$ cat src/rtl/trap_pkg.sv
// trap unit shared definitions
package trap_pkg;

  // machine-mode CSR addresses
  localparam logic [11:0] CSR_MSTATUS = 12'h300;
  localparam logic [11:0] CSR_MIE     = 12'h304;
  localparam logic [11:0] CSR_MTVEC   = 12'h305;
  localparam logic [11:0] CSR_MEPC    = 12'h341;
  localparam logic [11:0] CSR_MCAUSE  = 12'h342;
  localparam logic [11:0] CSR_MTVAL   = 12'h343;
  localparam logic [11:0] CSR_MIP     = 12'h344;

  // mcause code field below the interrupt flag in bit 31
  typedef logic [3:0] cause_code_t;

  // synchronous exception causes
  localparam cause_code_t EXC_INST_MISAL  = 4'd0;
  localparam cause_code_t EXC_INST_ACC    = 4'd1;
  localparam cause_code_t EXC_ILLEGAL     = 4'd2;
  localparam cause_code_t EXC_BREAK       = 4'd3;
  localparam cause_code_t EXC_LOAD_MISAL  = 4'd4;
  localparam cause_code_t EXC_LOAD_ACC    = 4'd5;
  localparam cause_code_t EXC_STORE_MISAL = 4'd6;
  localparam cause_code_t EXC_STORE_ACC   = 4'd7;
  localparam cause_code_t EXC_ECALL_M     = 4'd11;
  localparam cause_code_t EXC_INST_PAGE   = 4'd12;
  localparam cause_code_t EXC_LOAD_PAGE   = 4'd13;
  localparam cause_code_t EXC_STORE_PAGE  = 4'd15;

  // interrupt causes double as mie and mip bit positions
  localparam cause_code_t IRQ_SOFT  = 4'd3;
  localparam cause_code_t IRQ_TIMER = 4'd7;
  localparam cause_code_t IRQ_EXT   = 4'd11;

  // mstatus bit positions
  localparam int MSTATUS_MIE  = 3;
  localparam int MSTATUS_MPIE = 7;

  // MPP field in bits 12:11 hardwired to machine mode
  localparam logic [31:0] MSTATUS_MPP = 32'h0000_1800;

  // writable mie bits and implemented mip bits
  localparam logic [31:0] MIE_MASK = 32'h0000_0888;

endpackage

$ cat src/rtl/trap_if.sv
// decode to commit trap link
`timescale 1ns/1ps

interface trap_if;

  // one-cycle event from the decode stage
  logic                  valid;
  logic                  is_itrp;
  logic                  is_mret;
  trap_pkg::cause_code_t code;
  logic [31:0]           epc;
  logic [31:0]           tval;

  // status fed back from the commit stage
  logic                  glob_ie;
  // enables for soft, timer, ext in bits 0, 1, 2
  logic [2:0]            irq_en;

  modport decode (
    output valid, is_itrp, is_mret, code, epc, tval,
    input  glob_ie, irq_en
  );

  modport commit (
    input  valid, is_itrp, is_mret, code, epc, tval,
    output glob_ie, irq_en
  );

endinterface

$ cat src/rtl/trap_decode.sv
// trap event decode stage
`timescale 1ns/1ps

module trap_decode (
  input  logic        clk,
  input  logic        rst_n,
  input  logic        commit_valid,
  input  logic [31:0] commit_pc,
  input  logic [31:0] commit_inst,
  input  logic [31:0] mem_addr,
  input  logic [15:0] excp_flags,
  input  logic        mret,
  input  logic        irq_soft,
  input  logic        irq_timer,
  input  logic        irq_ext,
  trap_if.decode      ev
);

  // flag positions that carry a defined exception cause
  localparam logic [15:0] EXC_DEFINED =
      (16'd1 << trap_pkg::EXC_INST_MISAL)  | (16'd1 << trap_pkg::EXC_INST_ACC)
    | (16'd1 << trap_pkg::EXC_ILLEGAL)     | (16'd1 << trap_pkg::EXC_BREAK)
    | (16'd1 << trap_pkg::EXC_LOAD_MISAL)  | (16'd1 << trap_pkg::EXC_LOAD_ACC)
    | (16'd1 << trap_pkg::EXC_STORE_MISAL) | (16'd1 << trap_pkg::EXC_STORE_ACC)
    | (16'd1 << trap_pkg::EXC_ECALL_M)     | (16'd1 << trap_pkg::EXC_INST_PAGE)
    | (16'd1 << trap_pkg::EXC_LOAD_PAGE)   | (16'd1 << trap_pkg::EXC_STORE_PAGE);

  logic                  soft_ok;
  logic                  timer_ok;
  logic                  ext_ok;
  logic                  itrp_hit;
  logic [15:0]           excp_live;
  logic                  excp_hit;
  logic                  take;
  logic                  is_itrp_d;
  logic                  is_mret_d;
  trap_pkg::cause_code_t excp_code;
  trap_pkg::cause_code_t code_d;
  logic [31:0]           tval_d;

  // interrupt gating by global and per-source enables
  assign soft_ok  = ev.glob_ie & ev.irq_en[0] & irq_soft;
  assign timer_ok = ev.glob_ie & ev.irq_en[1] & irq_timer;
  assign ext_ok   = ev.glob_ie & ev.irq_en[2] & irq_ext;
  assign itrp_hit = soft_ok | timer_ok | ext_ok;

  assign excp_live = excp_flags & EXC_DEFINED;
  assign excp_hit  = |excp_live;

  // inputs ignored while an event waits in the stage register
  assign take = commit_valid & ~ev.valid & (itrp_hit | excp_hit | mret);

  // lowest set cause code wins
  always_comb begin
    excp_code = trap_pkg::EXC_INST_MISAL;
    for (int i = 15; i >= 0; i--) begin
      if (excp_live[i]) begin
        excp_code = 4'(i);
      end
    end
  end

  // interrupt over exception over mret
  always_comb begin
    is_itrp_d = 1'b0;
    is_mret_d = 1'b0;
    code_d    = excp_code;
    if (ext_ok) begin
      is_itrp_d = 1'b1;
      code_d    = trap_pkg::IRQ_EXT;
    end else if (soft_ok) begin
      is_itrp_d = 1'b1;
      code_d    = trap_pkg::IRQ_SOFT;
    end else if (timer_ok) begin
      is_itrp_d = 1'b1;
      code_d    = trap_pkg::IRQ_TIMER;
    end else if (!excp_hit) begin
      is_mret_d = 1'b1;
      code_d    = '0;
    end
  end

  // trap value by cause
  always_comb begin
    tval_d = '0;
    if (!is_itrp_d && !is_mret_d) begin
      case (code_d)
        trap_pkg::EXC_INST_MISAL, trap_pkg::EXC_INST_ACC, trap_pkg::EXC_INST_PAGE:
          tval_d = commit_pc;
        trap_pkg::EXC_ILLEGAL:
          tval_d = commit_inst;
        trap_pkg::EXC_LOAD_MISAL, trap_pkg::EXC_LOAD_ACC, trap_pkg::EXC_STORE_MISAL,
        trap_pkg::EXC_STORE_ACC, trap_pkg::EXC_LOAD_PAGE, trap_pkg::EXC_STORE_PAGE:
          tval_d = mem_addr;
        default:
          tval_d = '0;
      endcase
    end
  end

  always_ff @(posedge clk or negedge rst_n) begin
    if (!rst_n) begin
      ev.valid <= 1'b0;
    end else begin
      ev.valid <= take;
    end
  end

  // event payload
  always_ff @(posedge clk) begin
    if (take) begin
      ev.is_itrp <= is_itrp_d;
      ev.is_mret <= is_mret_d;
      ev.code    <= code_d;
      ev.epc     <= commit_pc;
      ev.tval    <= tval_d;
    end
  end

endmodule

$ cat src/rtl/trap_commit.sv
// trap CSR commit stage
`timescale 1ns/1ps

module trap_commit #(
  parameter logic [31:0] MTVEC_RESET = 32'h0000_1000
) (
  input  logic        clk,
  input  logic        rst_n,
  trap_if.commit      ev,
  input  logic        irq_soft,
  input  logic        irq_timer,
  input  logic        irq_ext,
  input  logic        csr_we,
  input  logic [11:0] csr_addr,
  input  logic [31:0] csr_wdata,
  output logic [31:0] csr_rdata,
  output logic        redirect_valid,
  output logic [31:0] redirect_pc,
  output logic        trap_taken
);

  logic        mstatus_mie;
  logic        mstatus_mpie;
  logic [31:0] mie_q;
  logic [31:0] mtvec_q;
  logic [31:0] mepc_q;
  logic [31:0] mcause_q;
  logic [31:0] mtval_q;

  logic [31:0] mstatus_rd;
  logic [31:0] mip_rd;
  logic        trap_enter;
  logic        trap_exit;
  logic [31:0] vec_base;
  logic [31:0] trap_target;

  logic        sw_mstatus;
  logic        sw_mie;
  logic        sw_mtvec;
  logic        sw_mepc;
  logic        sw_mcause;
  logic        sw_mtval;

  assign trap_enter = ev.valid & ~ev.is_mret;
  assign trap_exit  = ev.valid & ev.is_mret;

  // status back to decode
  assign ev.glob_ie = mstatus_mie;
  assign ev.irq_en  = {mie_q[trap_pkg::IRQ_EXT], mie_q[trap_pkg::IRQ_TIMER],
                       mie_q[trap_pkg::IRQ_SOFT]};

  assign sw_mstatus = csr_we & (csr_addr == trap_pkg::CSR_MSTATUS);
  assign sw_mie     = csr_we & (csr_addr == trap_pkg::CSR_MIE);
  assign sw_mtvec   = csr_we & (csr_addr == trap_pkg::CSR_MTVEC);
  assign sw_mepc    = csr_we & (csr_addr == trap_pkg::CSR_MEPC);
  assign sw_mcause  = csr_we & (csr_addr == trap_pkg::CSR_MCAUSE);
  assign sw_mtval   = csr_we & (csr_addr == trap_pkg::CSR_MTVAL);

  // trap or mret update beats a software write
  always_ff @(posedge clk or negedge rst_n) begin
    if (!rst_n) begin
      mstatus_mie  <= 1'b0;
      mstatus_mpie <= 1'b0;
    end else if (trap_enter) begin
      mstatus_mpie <= mstatus_mie;
      mstatus_mie  <= 1'b0;
    end else if (trap_exit) begin
      mstatus_mie  <= mstatus_mpie;
      mstatus_mpie <= 1'b1;
    end else if (sw_mstatus) begin
      mstatus_mie  <= csr_wdata[trap_pkg::MSTATUS_MIE];
      mstatus_mpie <= csr_wdata[trap_pkg::MSTATUS_MPIE];
    end
  end

  always_ff @(posedge clk or negedge rst_n) begin
    if (!rst_n) begin
      mie_q   <= '0;
      mtvec_q <= MTVEC_RESET & ~32'h2;
    end else begin
      if (sw_mie) begin
        mie_q <= csr_wdata & trap_pkg::MIE_MASK;
      end
      // bit 1 reserved so only modes 0 and 1 exist
      if (sw_mtvec) begin
        mtvec_q <= csr_wdata & ~32'h2;
      end
    end
  end

  always_ff @(posedge clk or negedge rst_n) begin
    if (!rst_n) begin
      mepc_q   <= '0;
      mcause_q <= '0;
      mtval_q  <= '0;
    end else if (trap_enter) begin
      mepc_q   <= {ev.epc[31:2], 2'b00};
      mcause_q <= {ev.is_itrp, 27'b0, ev.code};
      mtval_q  <= ev.tval;
    end else begin
      if (sw_mepc) begin
        mepc_q <= {csr_wdata[31:2], 2'b00};
      end
      if (sw_mcause) begin
        mcause_q <= csr_wdata;
      end
      if (sw_mtval) begin
        mtval_q <= csr_wdata;
      end
    end
  end

  // vectored mode offsets interrupts only
  assign vec_base    = {mtvec_q[31:2], 2'b00};
  assign trap_target = (mtvec_q[0] && ev.is_itrp) ?
                       vec_base + {26'b0, ev.code, 2'b00} : vec_base;

  always_ff @(posedge clk or negedge rst_n) begin
    if (!rst_n) begin
      redirect_valid <= 1'b0;
      trap_taken     <= 1'b0;
      redirect_pc    <= '0;
    end else begin
      redirect_valid <= ev.valid;
      trap_taken     <= trap_enter;
      if (ev.valid) begin
        redirect_pc <= trap_exit ? mepc_q : trap_target;
      end
    end
  end

  always_comb begin
    mstatus_rd = trap_pkg::MSTATUS_MPP;
    mstatus_rd[trap_pkg::MSTATUS_MIE]  = mstatus_mie;
    mstatus_rd[trap_pkg::MSTATUS_MPIE] = mstatus_mpie;
  end

  // mip mirrors the request levels
  always_comb begin
    mip_rd = '0;
    mip_rd[trap_pkg::IRQ_SOFT]  = irq_soft;
    mip_rd[trap_pkg::IRQ_TIMER] = irq_timer;
    mip_rd[trap_pkg::IRQ_EXT]   = irq_ext;
  end

  always_comb begin
    case (csr_addr)
      trap_pkg::CSR_MSTATUS: csr_rdata = mstatus_rd;
      trap_pkg::CSR_MIE:     csr_rdata = mie_q;
      trap_pkg::CSR_MTVEC:   csr_rdata = mtvec_q;
      trap_pkg::CSR_MEPC:    csr_rdata = mepc_q;
      trap_pkg::CSR_MCAUSE:  csr_rdata = mcause_q;
      trap_pkg::CSR_MTVAL:   csr_rdata = mtval_q;
      trap_pkg::CSR_MIP:     csr_rdata = mip_rd;
      default:               csr_rdata = '0;
    endcase
  end

endmodule

$ cat src/rtl/trap_unit.sv
// machine-mode trap unit
`timescale 1ns/1ps

module trap_unit #(
  parameter logic [31:0] MTVEC_RESET = 32'h0000_1000
) (
  input  logic        clk,
  input  logic        rst_n,
  // committing instruction
  input  logic        commit_valid,
  input  logic [31:0] commit_pc,
  input  logic [31:0] commit_inst,
  input  logic [31:0] mem_addr,
  input  logic [15:0] excp_flags,
  input  logic        mret,
  // interrupt request levels
  input  logic        irq_soft,
  input  logic        irq_timer,
  input  logic        irq_ext,
  // CSR access from the core
  input  logic        csr_we,
  input  logic [11:0] csr_addr,
  input  logic [31:0] csr_wdata,
  output logic [31:0] csr_rdata,
  // fetch redirect
  output logic        redirect_valid,
  output logic [31:0] redirect_pc,
  output logic        trap_taken
);

  trap_if ev ();

  trap_decode u_decode (
    .clk          (clk),
    .rst_n        (rst_n),
    .commit_valid (commit_valid),
    .commit_pc    (commit_pc),
    .commit_inst  (commit_inst),
    .mem_addr     (mem_addr),
    .excp_flags   (excp_flags),
    .mret         (mret),
    .irq_soft     (irq_soft),
    .irq_timer    (irq_timer),
    .irq_ext      (irq_ext),
    .ev           (ev.decode)
  );

  trap_commit #(
    .MTVEC_RESET (MTVEC_RESET)
  ) u_commit (
    .clk            (clk),
    .rst_n          (rst_n),
    .ev             (ev.commit),
    .irq_soft       (irq_soft),
    .irq_timer      (irq_timer),
    .irq_ext        (irq_ext),
    .csr_we         (csr_we),
    .csr_addr       (csr_addr),
    .csr_wdata      (csr_wdata),
    .csr_rdata      (csr_rdata),
    .redirect_valid (redirect_valid),
    .redirect_pc    (redirect_pc),
    .trap_taken     (trap_taken)
  );

endmodule

$ cat config.mk
export PLATFORM = sky130hd
export DESIGN_NAME = trap_unit
export DESIGN_NICKNAME = d
export VERILOG_FILES = /design/src/rtl/trap_pkg.sv /design/src/rtl/trap_if.sv /design/src/rtl/trap_decode.sv /design/src/rtl/trap_commit.sv /design/src/rtl/trap_unit.sv
export SDC_FILE = /design/constraint.sdc
export NUM_CORES = 1
export LEC_CHECK = 0
export ABC_AREA = 1
export BUFFER_PORTS_ARGS = -buffer_cell sky130_fd_sc_hd__buf_2
export CORE_UTILIZATION = 50
export CTS_CLUSTER_DIAMETER = 200
export DETAILED_ROUTE_END_ITERATION = 10
export PLACE_DENSITY = 0.85
export SYNTH_ARGS = -nofsm -noshare
export SYNTH_HDL_FRONTEND = slang
export SYNTH_SLANG_ARGS = --single-unit
$ cat constraint.sdc
create_clock -name clk -period 4.4 [get_ports clk]
set_input_delay 0.44 -clock clk [delete_from_list [all_inputs] [get_ports clk]]
set_output_delay 0.44 -clock clk [all_outputs]
set_load 0.03 [all_outputs]
* Yosys cells after proc, flatten, opt, wreduce, memory -nomap -nowiden
Index checks and enable logic that the tools add are counted.
Cells by class: bitwise operators 22, multiplexer cells 39, add/subtract/negate cells 1, reduce and logical (&&, ||, !) cells 12, equality and inequality tests 16
Operators with widths (number):
- 32-bit 2-to-1 mux | 8
- 32-bit case mux with 7 select lines | 1
- 32-bit case mux with 3 select lines | 1
- 12-bit by 10-bit == test with 1-bit output, second input constant | 7
- 4-bit 2-to-1 mux | 16
- 32-bit by 6-bit adder with 32-bit output | 1
- 1-bit AND | 16
- 4-bit by 3-bit == test with 1-bit output, second input constant | 4
- 1-bit 2-to-1 mux | 13
- 4-bit == test, second input constant | 3
- 12-bit OR reduction | 1
- 2-bit nonzero test | 3
- 6-bit OR reduction | 1
- 4-bit by 1-bit == test with 1-bit output, second input constant | 1
- 4-bit by 2-bit == test with 1-bit output, second input constant | 1
- 4-bit logical NOT | 1
- 1-bit bitwise OR | 4
- 3-bit nonzero test | 1
- 3-bit OR reduction | 1
- 1-bit logical AND | 2
- 1-bit logical NOT | 2
- 1-bit inverter | 2
Storage, ports and cells: logic and storage cells 106, bits in registers 237, input port bits 164

* Longest topological paths before layout
Gate-level depths: netlist (run 1).
word-level depth 19, mapped depth 16

* Hierarchy
From an unflattened synthesis (run 1), not the netlist that was laid out.
Second synthesis, totals: cell total of the unflattened synthesis 1601, area total of the unflattened synthesis 12539.5 um2
Modules (own cells, without submodules):
- trap_commit | area each 8927.3 um2, sequential area each 4055.1 um2, cells each 1252, instances 1
- trap_decode | area each 3612.2 um2, sequential area each 2127.0 um2, cells each 349, instances 1

* Worst setup path before layout (run 1)
OpenSTA, ideal clock, no wires.
kind input to register, from input port irq_soft, to register u_decode.ev.code[0], enable pin, cell stages on the path 6, path buffers 0, arrival time 3.735 ns, required time 3.904 ns, setup slack 0.169 ns, cells stage by stage nand3_1 > nand2_1 > nor2_2 > inv_1 > o31ai_1 > nor2_1
On the way: longest elaborated chain between the ends 6
RTL lines:
- from (decl) | line trap_unit.sv:17 | input logic irq_soft,
- 1-bit AND | line trap_decode.sv:42 | assign soft_ok = ev.glob_ie & ev.irq_en[0] & irq_soft;
- 1-bit bitwise OR (2 in series) | line trap_decode.sv:45 | assign itrp_hit = soft_ok | timer_ok | ext_ok;
- 1-bit bitwise OR (2 in series) | line trap_decode.sv:51 | assign take = commit_valid & ~ev.valid & (itrp_hit | excp_hit | mret);
- 1-bit AND | line trap_decode.sv:51
- via u_decode.take | line trap_decode.sv:34 | logic take;
- to (signal assigned) | line trap_decode.sv:114 | ev.code <= code_d;
- to (decl) | line trap_if.sv:20 | output valid, is_itrp, is_mret, code, epc, tval,
The timed path passes the listed nets, and every way through them passes these cells. A chain may end at the register's enable or synchronous reset.

* Final worst setup path (run 1)
from register u_commit.mstatus_mie (netlist: u_commit.ev.glob_ie), to register u_decode.ev.tval[8], data pin
On the way: longest elaborated chain between the ends 8
RTL lines:
- from (decl) | line trap_commit.sv:22 | logic mstatus_mie;
- from (signal assigned) | line trap_commit.sv:68 | mstatus_mie <= mstatus_mpie;
- from (signal assigned) | line trap_commit.sv:71 | mstatus_mie <= csr_wdata[trap_pkg::MSTATUS_MIE];
- 1-bit AND (2 in series) | line trap_decode.sv:43 | assign timer_ok = ev.glob_ie & ev.irq_en[1] & irq_timer;
- 4-bit 2-to-1 mux | line trap_decode.sv:74 | end else if (timer_ok) begin
- 4-bit 2-to-1 mux | line trap_decode.sv:71 | end else if (soft_ok) begin
- 4-bit 2-to-1 mux | line trap_decode.sv:68 | if (ext_ok) begin
- 4-bit by 3-bit == test with 1-bit output, or another cell as far along | line trap_decode.sv:87 | case (code_d)
- 6-bit OR reduction / 3-bit OR reduction (equally long branches) | line trap_decode.sv:87
- 32-bit case mux with 3 select lines | line trap_decode.sv:87
- to (signal assigned) | line trap_decode.sv:116 | ev.tval <= tval_d;
- to (decl) | line trap_if.sv:20
Several ways; a longest one is shown, not always the timed one.

==> reports/results.ini, run 1 <==
[power_and_ir_drop]
powerDensity_nw_per_um2=396
p_leak_nw=6.22
ir_worst_vdd_mv=0.177

[clocking]
clock_sinks=231
h-tree-depth=1
cts_hold_buf=0
cts_resized=0
cts_root_buf=clkbuf_16
cts_made_buffers=23
cts_tree=done
cts_setup_buffers=0
clock_latency_ns=0.52
clkTransAtPathRegs_ns=0.07
cts_buffer_depth=3

[placement]
numPortBuffers=223
dp_slack_ns=1.21
gp_congestion=1.06
dpl.hpwl_um=24500

[sta]
slew_violations=0
relSlewSlack=0.242
max_slew.worst_pin.slew_ns=1.14
finalSetupTns_ns=0
min_period_ns=3.11
fin_crit_sh=0.706
skew_ns=0.0137
hold_viol=0
setup_ws_ns=1.29
rsz0062_at_grt=no
max_freq_mhz=322
final-setup-viol-count=0

[critical_path]
worstReg2RegEnd=u_decode.ev.tval[8]
reg2reg_slack_ns=1.29
critPathRequiredTime_ns=4.72
worstSetupPathType=reg2reg
startpoint=u_commit.ev.glob_ie
start_kind=flip-flop
end_kind=flip-flop
cp-endpoint=u_decode.ev.tval[8]
timing.rr.start=u_commit.ev.glob_ie
reg2reg_depth=8
crit_arrival_ns=3.43
crit_fanout=34

[layout]
synthToLayoutAreaGrowth_pct=17.2
antennaDiodeCount=0
multiInputGateArea_sq_um=4660
register_area_sq_um=6120
num-fill-cells=1962
drive_above_1_share=0.215
nets=1674

[yosys]
ys_ff_latch=231
yosysTopAreaCell=dfrtp_1
synth_cell_type_count=47
postSynthCellCount=1323
synth_flop_cell=dfrtp_1
yosys_warnings=0
synth_async_sr_flop_share=0.706
netlist.area_leader.share=0.349
synth_area_sq_um=11600
synth_area_leaders=dfrtp_1 35%, edfxtp_1 18%, nand2_1 11%
synth_edf_count=68
ys_seq_area_frac=0.528
avgSynthCellArea_sq_um=8.77

[floorplan]
die_area_sq_um=23800
ios=230
std_cell_rows=55
coreArea_sq_um=22700
fp.dieH_um=154
die_w_um=154
start_util=0.511

[routing]
firstDrtPassIters=8
drc=0
vias=10400
postRouteAntennaNets=0
wirelength_um=33400
routed_via_density=5.75
wire_per_inst_um=18.5
drtIter0Drc=1099

[grt]
first_global_vias=9475
antenna_found_initial=4
grt_usage=0.283
overflow=0
grt_max_degree=109
grt_pass1_wl_um=52700

[run]
maxCapViolCount=0

[outcome]
status=completed

[min_path]
hold_class=in2async

## state kept, by name, summed over array words and instances (netlist names)
| signal | cells |
|---|---|
| u_commit.ev.glob_ie | 1 |
| u_commit.mcause_q | 32 |
| u_commit.mepc_q | 30 |
| u_commit.mie_q | 3 |
| u_commit.mstatus_mpie | 1 |
| u_commit.mtval_q | 32 |
| u_commit.mtvec_q | 31 |
| u_commit.redirect_pc | 30 |
| u_commit.redirect_valid | 1 |
| u_commit.trap_taken | 1 |
| u_decode.ev.code | 4 |
| u_decode.ev.epc | 30 |
| u_decode.ev.is_itrp | 1 |
| u_decode.ev.is_mret | 1 |
| u_decode.ev.tval | 32 |
| u_decode.ev.valid | 1 |
## placed cells by master, fill, tap and decap left out, types with 3 or more instances in the layout
cell type / n
clkinv_1: 4
bufinv_16: 5
inv_1: 112
a221oi_1: 20
nand3_1: 99
o21ai_0: 46
nand2_1: 327
buf_4: 11
nor2_2: 4
edfxtp_1: 68
clkbuf_16: 23
nor2_4: 3
nor2_1: 114
ha_1: 4
nand4_1: 42
o21ai_1: 11
xor2_1: 21
a31oi_1: 66
o211ai_1: 16
nor3_2: 3
dfrtp_1: 162
inv_2: 4
buf_2: 222
a21oi_1: 40
nand2_2: 3
o2111ai_1: 8
o221ai_1: 12
mux2_2: 28
clkinvlp_2: 5
clkinvlp_4: 3
nor3_1: 11
## area by class of cell
class	count	area share
multi-input cells	897	0.343
repair buffers	234	0.0886
clock buffers	23	0.0423
flip-flops and latches	231	0.450
inverters	118	0.0328
clock inverters	19	0.0172
well taps	285	0.0262
## synth_stat cells (20+ instances only)
cell type	count
nand2_1	327
dfrtp_1	162
nor2_1	116
inv_1	112
nand3_1	99
edfxtp_1	68
a31oi_1	66
o21ai_0	46
nand4_1	42
a21oi_1	40
clkbuf_1	38
mux2_2	28
buf_2	21
xor2_1	21
a221oi_1	20
## worst min-delay path by stage
stage                     startpoint                  endpoint  slack, ns  depth (start not counted)
6_report                       rst_n  u_commit.redirect_pc[27]       0.05                          1
5_1_grt                commit_pc[26]       u_decode.ev.epc[26]       0.11                          1
4_1_cts                        rst_n  u_commit.redirect_pc[22]       0.09                          1
3_5_place_dp    u_commit.mcause_q[6]      u_commit.mcause_q[6]       0.47                          2
3_3_place_gp   u_commit.mcause_q[10]     u_commit.mcause_q[10]       0.47                          2
2_1_floorplan                  rst_n       u_commit.ev.glob_ie       0.14                          0
## where the power goes
group          internal, mW  total (mW)  switching (mW)
Sequential             2.45        2.60           0.145
Combinational         0.234       0.696           0.462
Clock                  1.25        2.09           0.832
## layer usage
| metal | GRT usage | up-vias | share of wire |
|---|---|---|---|
| met2 | 0.424 | 621 | 0.43 |
| li1 | - | 4883 | - |
| met5 | 0 | - | 0.00060 |
| met4 | 0.0603 | 4 | 0.019 |
| met3 | 0.0633 | 70 | 0.11 |
| met1 | 0.422 | 4815 | 0.43 |
## logic make-up after synthesis
kind of cell / share of synthesized area
flops: 0.528
fa+ha+maj: 0.00604
buf+inv: 0.0723
xor+xnor: 0.0166
compound gates: 0.121
other cells: 0.000323
mux: 0.0272
simple gates: 0.229
## worst max-delay path, cell delays in order, from the launching register on
cell and delay (ns):
dfrtp_1 0.49, nand3_1 0.25, nand2_1 0.18, inv_1 0.05, nand2_1 0.08, clkinv_1 0.70, nand2_2 0.83, nand3_1 0.14
a21oi_1 0.20
## through the flow
step	area, sq um	util	power, mW	hold slack [ns]	instances
finish	13600	0.599	5.38	0.0512	1807
global route	13600	0.599	5.57	0.108	1807
CTS	13600	0.599	5.39	0.0856	1807
detailed placement	12800	0.563	3.31	0.475	1765
global placement	12800	0.563	3.28	0.467	1765
floorplan	11600	-	3.02	0.144	1324
Note: power is estimated with default switching activity, not from simulation.
==> run 2, diff against run 1 <==
--- a/config.mk
+++ b/config.mk
@@ -7,10 +7,10 @@
 export LEC_CHECK = 0
 export ABC_AREA = 1
 export BUFFER_PORTS_ARGS = -buffer_cell sky130_fd_sc_hd__buf_2
-export CORE_UTILIZATION = 50
+export CORE_UTILIZATION = 56
 export CTS_CLUSTER_DIAMETER = 200
 export DETAILED_ROUTE_END_ITERATION = 10
-export PLACE_DENSITY = 0.85
+export PLACE_DENSITY = 0.9
 export SYNTH_ARGS = -nofsm -noshare
 export SYNTH_HDL_FRONTEND = slang
 export SYNTH_SLANG_ARGS = --single-unit
==> constraint.sdc (replaced) <==
create_clock -name clk -period 3.2 [get_ports clk]
set_input_delay 0.32 -clock clk [delete_from_list [all_inputs] [get_ports clk]]
set_output_delay 0.32 -clock clk [all_outputs]
set_load 0.03 [all_outputs]
==> run 2 against run 1 <==
Net effect: worst setup slack worse by 0.77 ns; cell area is 0.79% higher; critical endpoint is now u_decode.ev.tval[11]; register-to-register slack got worse by 0.77 ns; wire length rose by 1.1%; die area fell by 11%; core utilization rose by 7.6 points; critical path depth did not move; via count increased by 1.0%; clock-buffer cell count rose by 9; maximum frequency up 16%.
==> reports/results.ini, run 2 (same netlist as run 1, synthesis figures left out) <==
[floorplan]
start_util=0.572  ; +0.0607
ios=230  ; unchanged
die_w_um=146  ; -5.4%
std_cell_rows=52  ; -5.5%
die_area_sq_um=21300  ; -11%
fp.dieH_um=146  ; -5.4%
coreArea_sq_um=20300  ; -11%

[power_and_ir_drop]
powerDensity_nw_per_um2=529  ; +34%
ir_worst_vdd_mv=0.369  ; +110%
p_leak_nw=6.31  ; +1.5%
total_power_mw=7.25  ; +35%

[sta]
fin_crit_sh=0.836  ; +0.130
final-setup-viol-count=0  ; unchanged
skew_ns=0.00828  ; -0.00544 ns
hold_viol=0  ; unchanged
slew_violations=0  ; unchanged
rsz0062_at_grt=no
setup_ws_ns=0.526  ; -0.768 ns
max_freq_mhz=374  ; +16%
max_slew.worst_pin.slew_ns=1.05  ; -0.0902 ns
min_period_ns=2.67  ; -0.432 ns
relSlewSlack=0.301  ; +0.0593
finalSetupTns_ns=0  ; unchanged

[placement]
dpl.hpwl_um=25200  ; +2.9%
dpl.cell_count=1761  ; -0.23%
dp_slack_ns=0.585  ; -0.629 ns
numPortBuffers=223  ; unchanged
gp_congestion=0.941  ; -11%

[routing]
drc=0  ; unchanged
vias=10500  ; +1.0%
wirelength_um=33800  ; +1.1%
routed_via_density=5.81  ; +0.94%
wire_per_inst_um=18.7  ; +1.1%
postRouteAntennaNets=0  ; unchanged
firstDrtPassIters=7  ; -1
drtIter0Drc=1249  ; +14%

[layout]
reg.largest.list=u_commit.mcause_q (32), u_commit.mtval_q (32), u_decode.ev.tval (32)
layout_commonest_cell=nand2_1
mostFrequentLayoutCells=327 x nand2_1, 222 x buf_2, 162 x dfrtp_1
fin_cells=1808  ; +0.055%
drive_above_1_share=0.217  ; +0.00232
final_util=0.675  ; +0.0764
synthToLayoutAreaGrowth_pct=18.1
antennaDiodeCount=0  ; unchanged
nets=1690  ; +0.96%

[grt]
first_global_vias=9658  ; +1.9%
globalRouteMet2Util=0.467  ; +0.0429
grt_use_met1=0.493  ; +0.0709
antenna_found_initial=0  ; -4
overflow=0  ; unchanged
grt_max_degree=81  ; -26%
grt_usage=0.319  ; +0.0364
use_met3=0.0627  ; -0.000627
grt_pass1_wl_um=53200  ; +0.92%
grt.busiest_layer=met1

[critical_path]
critPathRequiredTime_ns=3.51  ; -1.21 ns
worstSetupPathType=reg2reg
timing.rr.start=u_commit.ev.glob_ie
crit_fanout=33  ; -2.9%
crit_arrival_ns=2.98  ; -0.45 ns
worstReg2RegEnd=u_decode.ev.tval[11]
reg2reg_slack_ns=0.53  ; -0.77 ns
reg2reg_depth=8  ; unchanged
start_kind=flip-flop
end_kind=flip-flop

[min_path]
hp-start=commit_pc[9]
hold_class=in2reg
min_delay_path_depth=1
hold_end=u_decode.ev.epc[9]

[clocking]
h-tree-depth=1  ; unchanged
clock_latency_ns=0.51  ; about the same
clock_sinks=231  ; unchanged
cts_setup_buffers=0  ; unchanged
cts_made_buffers=23  ; unchanged
cts_tree=done
cts_resized=0  ; unchanged
cts_root_buf=clkbuf_16
cts_buffer_depth=3  ; unchanged
clkTransAtPathRegs_ns=0.06  ; about the same

[run]
maxCapViolCount=0  ; unchanged

[outcome]
status=completed

## run 2: metrics by stage
| stage | cell area [sq um] | hold WS (ns) |
|---|---|---|
| after detailed placement | 12900 | 0.260 |
| after floorplan | 11600 | 0.0244 |
| after CTS | 13700 | 0.00143 |
| final | 13700 | 0.00674 |
| after global placement | 12900 | 0.257 |
| after global routing | 13700 | 0.00237 |
## run 2: cell type report
type / instances / area [sq um]
Clock inverter: 10 / 103
Clock buffer: 32 / 651
Sequential cell: 231 / 6120
Tap cell: 270 / 338
Timing Repair Buffer: 250 / 1390
Fill cell: 1631 / 6590
Inverter: 118 / 445
Multi-Input combinational cell: 897 / 4660
## run 2: worst max-delay path: stages (launching register included)
cell	delay, ns
dfrtp_1	0.46
nand3_1	0.25
inv_1	0.09
nor2_2	0.44
nand3_2	0.12
buf_4	0.26
nand2_2	0.47
nand3_1	0.14
a21oi_1	0.23
## run 2: how the worst max path moves through the flow
stage | start | endpoint | depth (start not counted)
2_1_floorplan | u_commit.ev.glob_ie | u_decode.ev.code[0] | 6
3_3_place_gp | u_decode.ev.code[0] | u_commit.redirect_pc[30] | 13
3_5_place_dp | u_commit.ev.glob_ie | u_decode.ev.tval[11] | 8
4_1_cts | u_commit.ev.glob_ie | u_decode.ev.tval[11] | 8
5_1_grt | u_commit.ev.glob_ie | u_decode.ev.tval[11] | 8
6_report | u_commit.ev.glob_ie | u_decode.ev.tval[11] | 8
## run 2: report_power, final
group	switching, mW	internal, mW	leakage [nW]
clock network	1.10	1.58	0.375
registers	0.211	3.37	2.66
logic	0.642	0.338	3.28
total	1.95	5.29	6.31
## run 2: what timing repair did
action                                  in CTS  in global routing
endpoints found under the hold margin       42                  1
hold buffers                                 4                  1
endpoints found under the setup margin       0                  0
## run 2: per-layer routing
metal,part of all wire,vias to the layer above,wire length (um)
met2,0.43,638,14500
met4,0.015,0,514
met5,0,-,0
met3,0.11,41,3730
met1,0.45,4914,15100
li1,-,4904,-
==> run 3, diff against run 2 <==
--- a/config.mk
+++ b/config.mk
@@ -7,10 +7,10 @@
 export LEC_CHECK = 0
 export ABC_AREA = 1
 export BUFFER_PORTS_ARGS = -buffer_cell sky130_fd_sc_hd__buf_2
-export CORE_UTILIZATION = 56
+export CORE_UTILIZATION = 50
 export CTS_CLUSTER_DIAMETER = 200
 export DETAILED_ROUTE_END_ITERATION = 10
-export PLACE_DENSITY = 0.9
+export PLACE_DENSITY = 0.85
 export SYNTH_ARGS = -nofsm -noshare
 export SYNTH_HDL_FRONTEND = slang
 export SYNTH_SLANG_ARGS = --single-unit
==> constraint.sdc (replaced) <==
create_clock -name clk -period 2.4 [get_ports clk]
set_input_delay 0.24 -clock clk [delete_from_list [all_inputs] [get_ports clk]]
set_output_delay 0.24 -clock clk [all_outputs]
set_load 0.03 [all_outputs]
==> run 3 against run 2 <==
Net effect: core utilization decreased by 3.7 points; clock-buffer cell count increased by 4; sequential power increased by 34%; first-iteration DRC count decreased by 10%; clock power increased by 44%; wire length increased by 6.6%; worst setup slack got worse by 0.40 ns; hold slack improved by 0.0059 ns; die area increased by 12%; combinational power increased by 44%.
==> reports/results.ini, run 3 (same netlist as run 1, synthesis figures left out) <==
[min_path]
min_delay_path_depth=2  ; +1
hold_class=in2reg
hold_end=u_commit.mtvec_q[21]
hp-start=csr_wdata[21]

[critical_path]
timing.rr.start=u_decode.ev.code[0]
slowest_delay_ns=0.40  ; -0.07 ns
slowest_stage=fa_1
critPathRequiredTime_ns=2.77  ; -0.74 ns
end_kind=flip-flop
crit_family=adder cells
reg2reg_depth=14  ; +6
worstSetupPathType=reg2reg
critical_path_buf_inv_count=5  ; +3
reg2reg_slack_ns=0.12  ; -0.40 ns
start_kind=flip-flop
crit_fanout=3  ; -91%
crit_top_cell=buf_4
cp_cell_sequence=ha_2 > inv_1 > fa_1 > inv_1 > nand3_1 > nand2_2 > buf_4 > nand2_1 > nor2_1 > buf_4 > nand2_1 > buf_4 > xor2_1 > o221ai_1
crit_arrival_ns=2.65  ; -0.33 ns
worstReg2RegEnd=u_commit.redirect_pc[12]

[clocking]
cts_root_buf=clkbuf_16
clkTransAtPathRegs_ns=0.06  ; about the same
h-tree-depth=1  ; unchanged
cts_made_buffers=24  ; +4.3%
cts_tree=done
clock_latency_ns=0.52  ; about the same
cts_buffer_depth=3  ; unchanged
clock_sinks=231  ; unchanged

[layout]
reg.largest.list=u_commit.mcause_q (32), u_commit.mtval_q (32), u_decode.ev.tval (32)
drive_above_1_share=0.228  ; +0.0105
mostFrequentLayoutCells=325 x nand2_1, 222 x buf_2, 162 x dfrtp_1
layout_commonest_cell=nand2_1
nets=1755  ; +3.8%
fin_cells=1888  ; +4.4%
num-fill-cells=1854  ; +14%
synthToLayoutAreaGrowth_pct=24.9
antennaDiodeCount=0  ; unchanged

[grt]
overflow=0  ; unchanged
antenna_found_initial=0  ; unchanged
first_global_vias=10200  ; +5.6%
grt_pass1_wl_um=56300  ; +5.8%
grt_usage=0.304  ; -0.0151
grt_max_degree=81  ; unchanged

[sta]
max_freq_mhz=439  ; +17%
skew_ns=0.00701  ; -0.00128 ns
hold_viol=0  ; unchanged
relSlewSlack=0.394  ; +0.0930
max_slew.worst_pin.slew_ns=0.907  ; -0.138 ns
final-setup-viol-count=0  ; unchanged
slew_violations=0  ; unchanged
finalSetupTns_ns=0  ; unchanged
rsz0062_at_grt=yes
setup_ws_ns=0.122  ; -0.404 ns
fin_crit_sh=0.949  ; +0.113
min_period_ns=2.28  ; -0.396 ns

[routing]
routed_via_density=5.75  ; -0.99%
drc=0  ; unchanged
vias=10900  ; +3.4%
firstDrtPassIters=5  ; -2
wirelength_um=36000  ; +6.6%
drtIter0Drc=1118  ; -10%
wire_per_inst_um=19.1  ; +2.1%
postRouteAntennaNets=0  ; unchanged

[floorplan]
std_cell_rows=55  ; +5.8%
ios=230  ; unchanged
fp.dieH_um=154  ; +5.7%
coreArea_sq_um=22700  ; +12%
die_area_sq_um=23800  ; +12%
die_w_um=154  ; +5.7%
start_util=0.511  ; -0.0607

[placement]
dpl.cell_count=1797  ; +2.0%
numPortBuffers=223  ; unchanged
dp_slack_ns=0.121  ; -0.463 ns
gp_congestion=0.973  ; +3.4%
dpl.hpwl_um=26400  ; +5.0%

[outcome]
status=completed

[power_and_ir_drop]
total_power_mw=10.0  ; +39%
p_leak_nw=6.66  ; +5.6%
powerDensity_nw_per_um2=693  ; +31%
ir_worst_vdd_mv=0.509  ; +38%

[run]
maxCapViolCount=0  ; unchanged

## run 3: through the flow
step                 util  hold WS, ns  cell area, sq um
detailed placement  0.579        0.257             13200
global placement    0.579        0.259             13200
global route        0.638      0.00441             14500
CTS                 0.635     0.000979             14400
finish              0.638       0.0126             14500
floorplan               -      -0.0556             11600
## run 3: repair_timing
action	4_1_cts	5_1_grt
endpoints found under the setup margin	0	64
gates resized for setup	0	10
hold buffers	46	0
setup buffers	0	1
endpoints found under the hold margin	100	0
## run 3: report_power, final
group          switching (mW)  internal [mW]  total (mW)
registers               0.283           4.50        4.78
logic                   0.893          0.516        1.41
clock network            1.51           2.34        3.85
total                    2.69           7.35        10.0
## run 3: layout make-up
class	instances	area [sq um]	area share
Timing Repair Buffer	313	2040	0.141
Sequential cell	231	6120	0.423
Clock inverter	7	114	0.00786
Clock buffer	36	701	0.0484
Tap cell	285	357	0.0246
Multi-Input combinational cell	898	4710	0.325
Inverter	118	445	0.0307
## run 3: metal layers
metal | routed length (um) | GRT usage | vias up
met5 | 0 | 0 | -
met4 | 866 | 0.0858 | 0
met3 | 4260 | 0.0706 | 64
met2 | 15400 | 0.455 | 691
met1 | 15500 | 0.444 | 5058
li1 | - | - | 5040
## run 3: worst max path at each step
stage                                   start  cells after the start                        to  slack [ns]
after floorplan           u_commit.ev.glob_ie                      6       u_decode.ev.code[0]        0.11
after CTS                 u_commit.ev.glob_ie                      8       u_decode.ev.tval[3]        0.09
final                     u_decode.ev.code[0]                     14  u_commit.redirect_pc[12]        0.12
after global routing      u_decode.ev.code[2]                     10  u_commit.redirect_pc[29]      -0.004
after global placement    u_decode.ev.code[0]                     13  u_commit.redirect_pc[26]        0.14
after detailed placement  u_commit.ev.glob_ie                      7       u_decode.ev.epc[26]        0.12
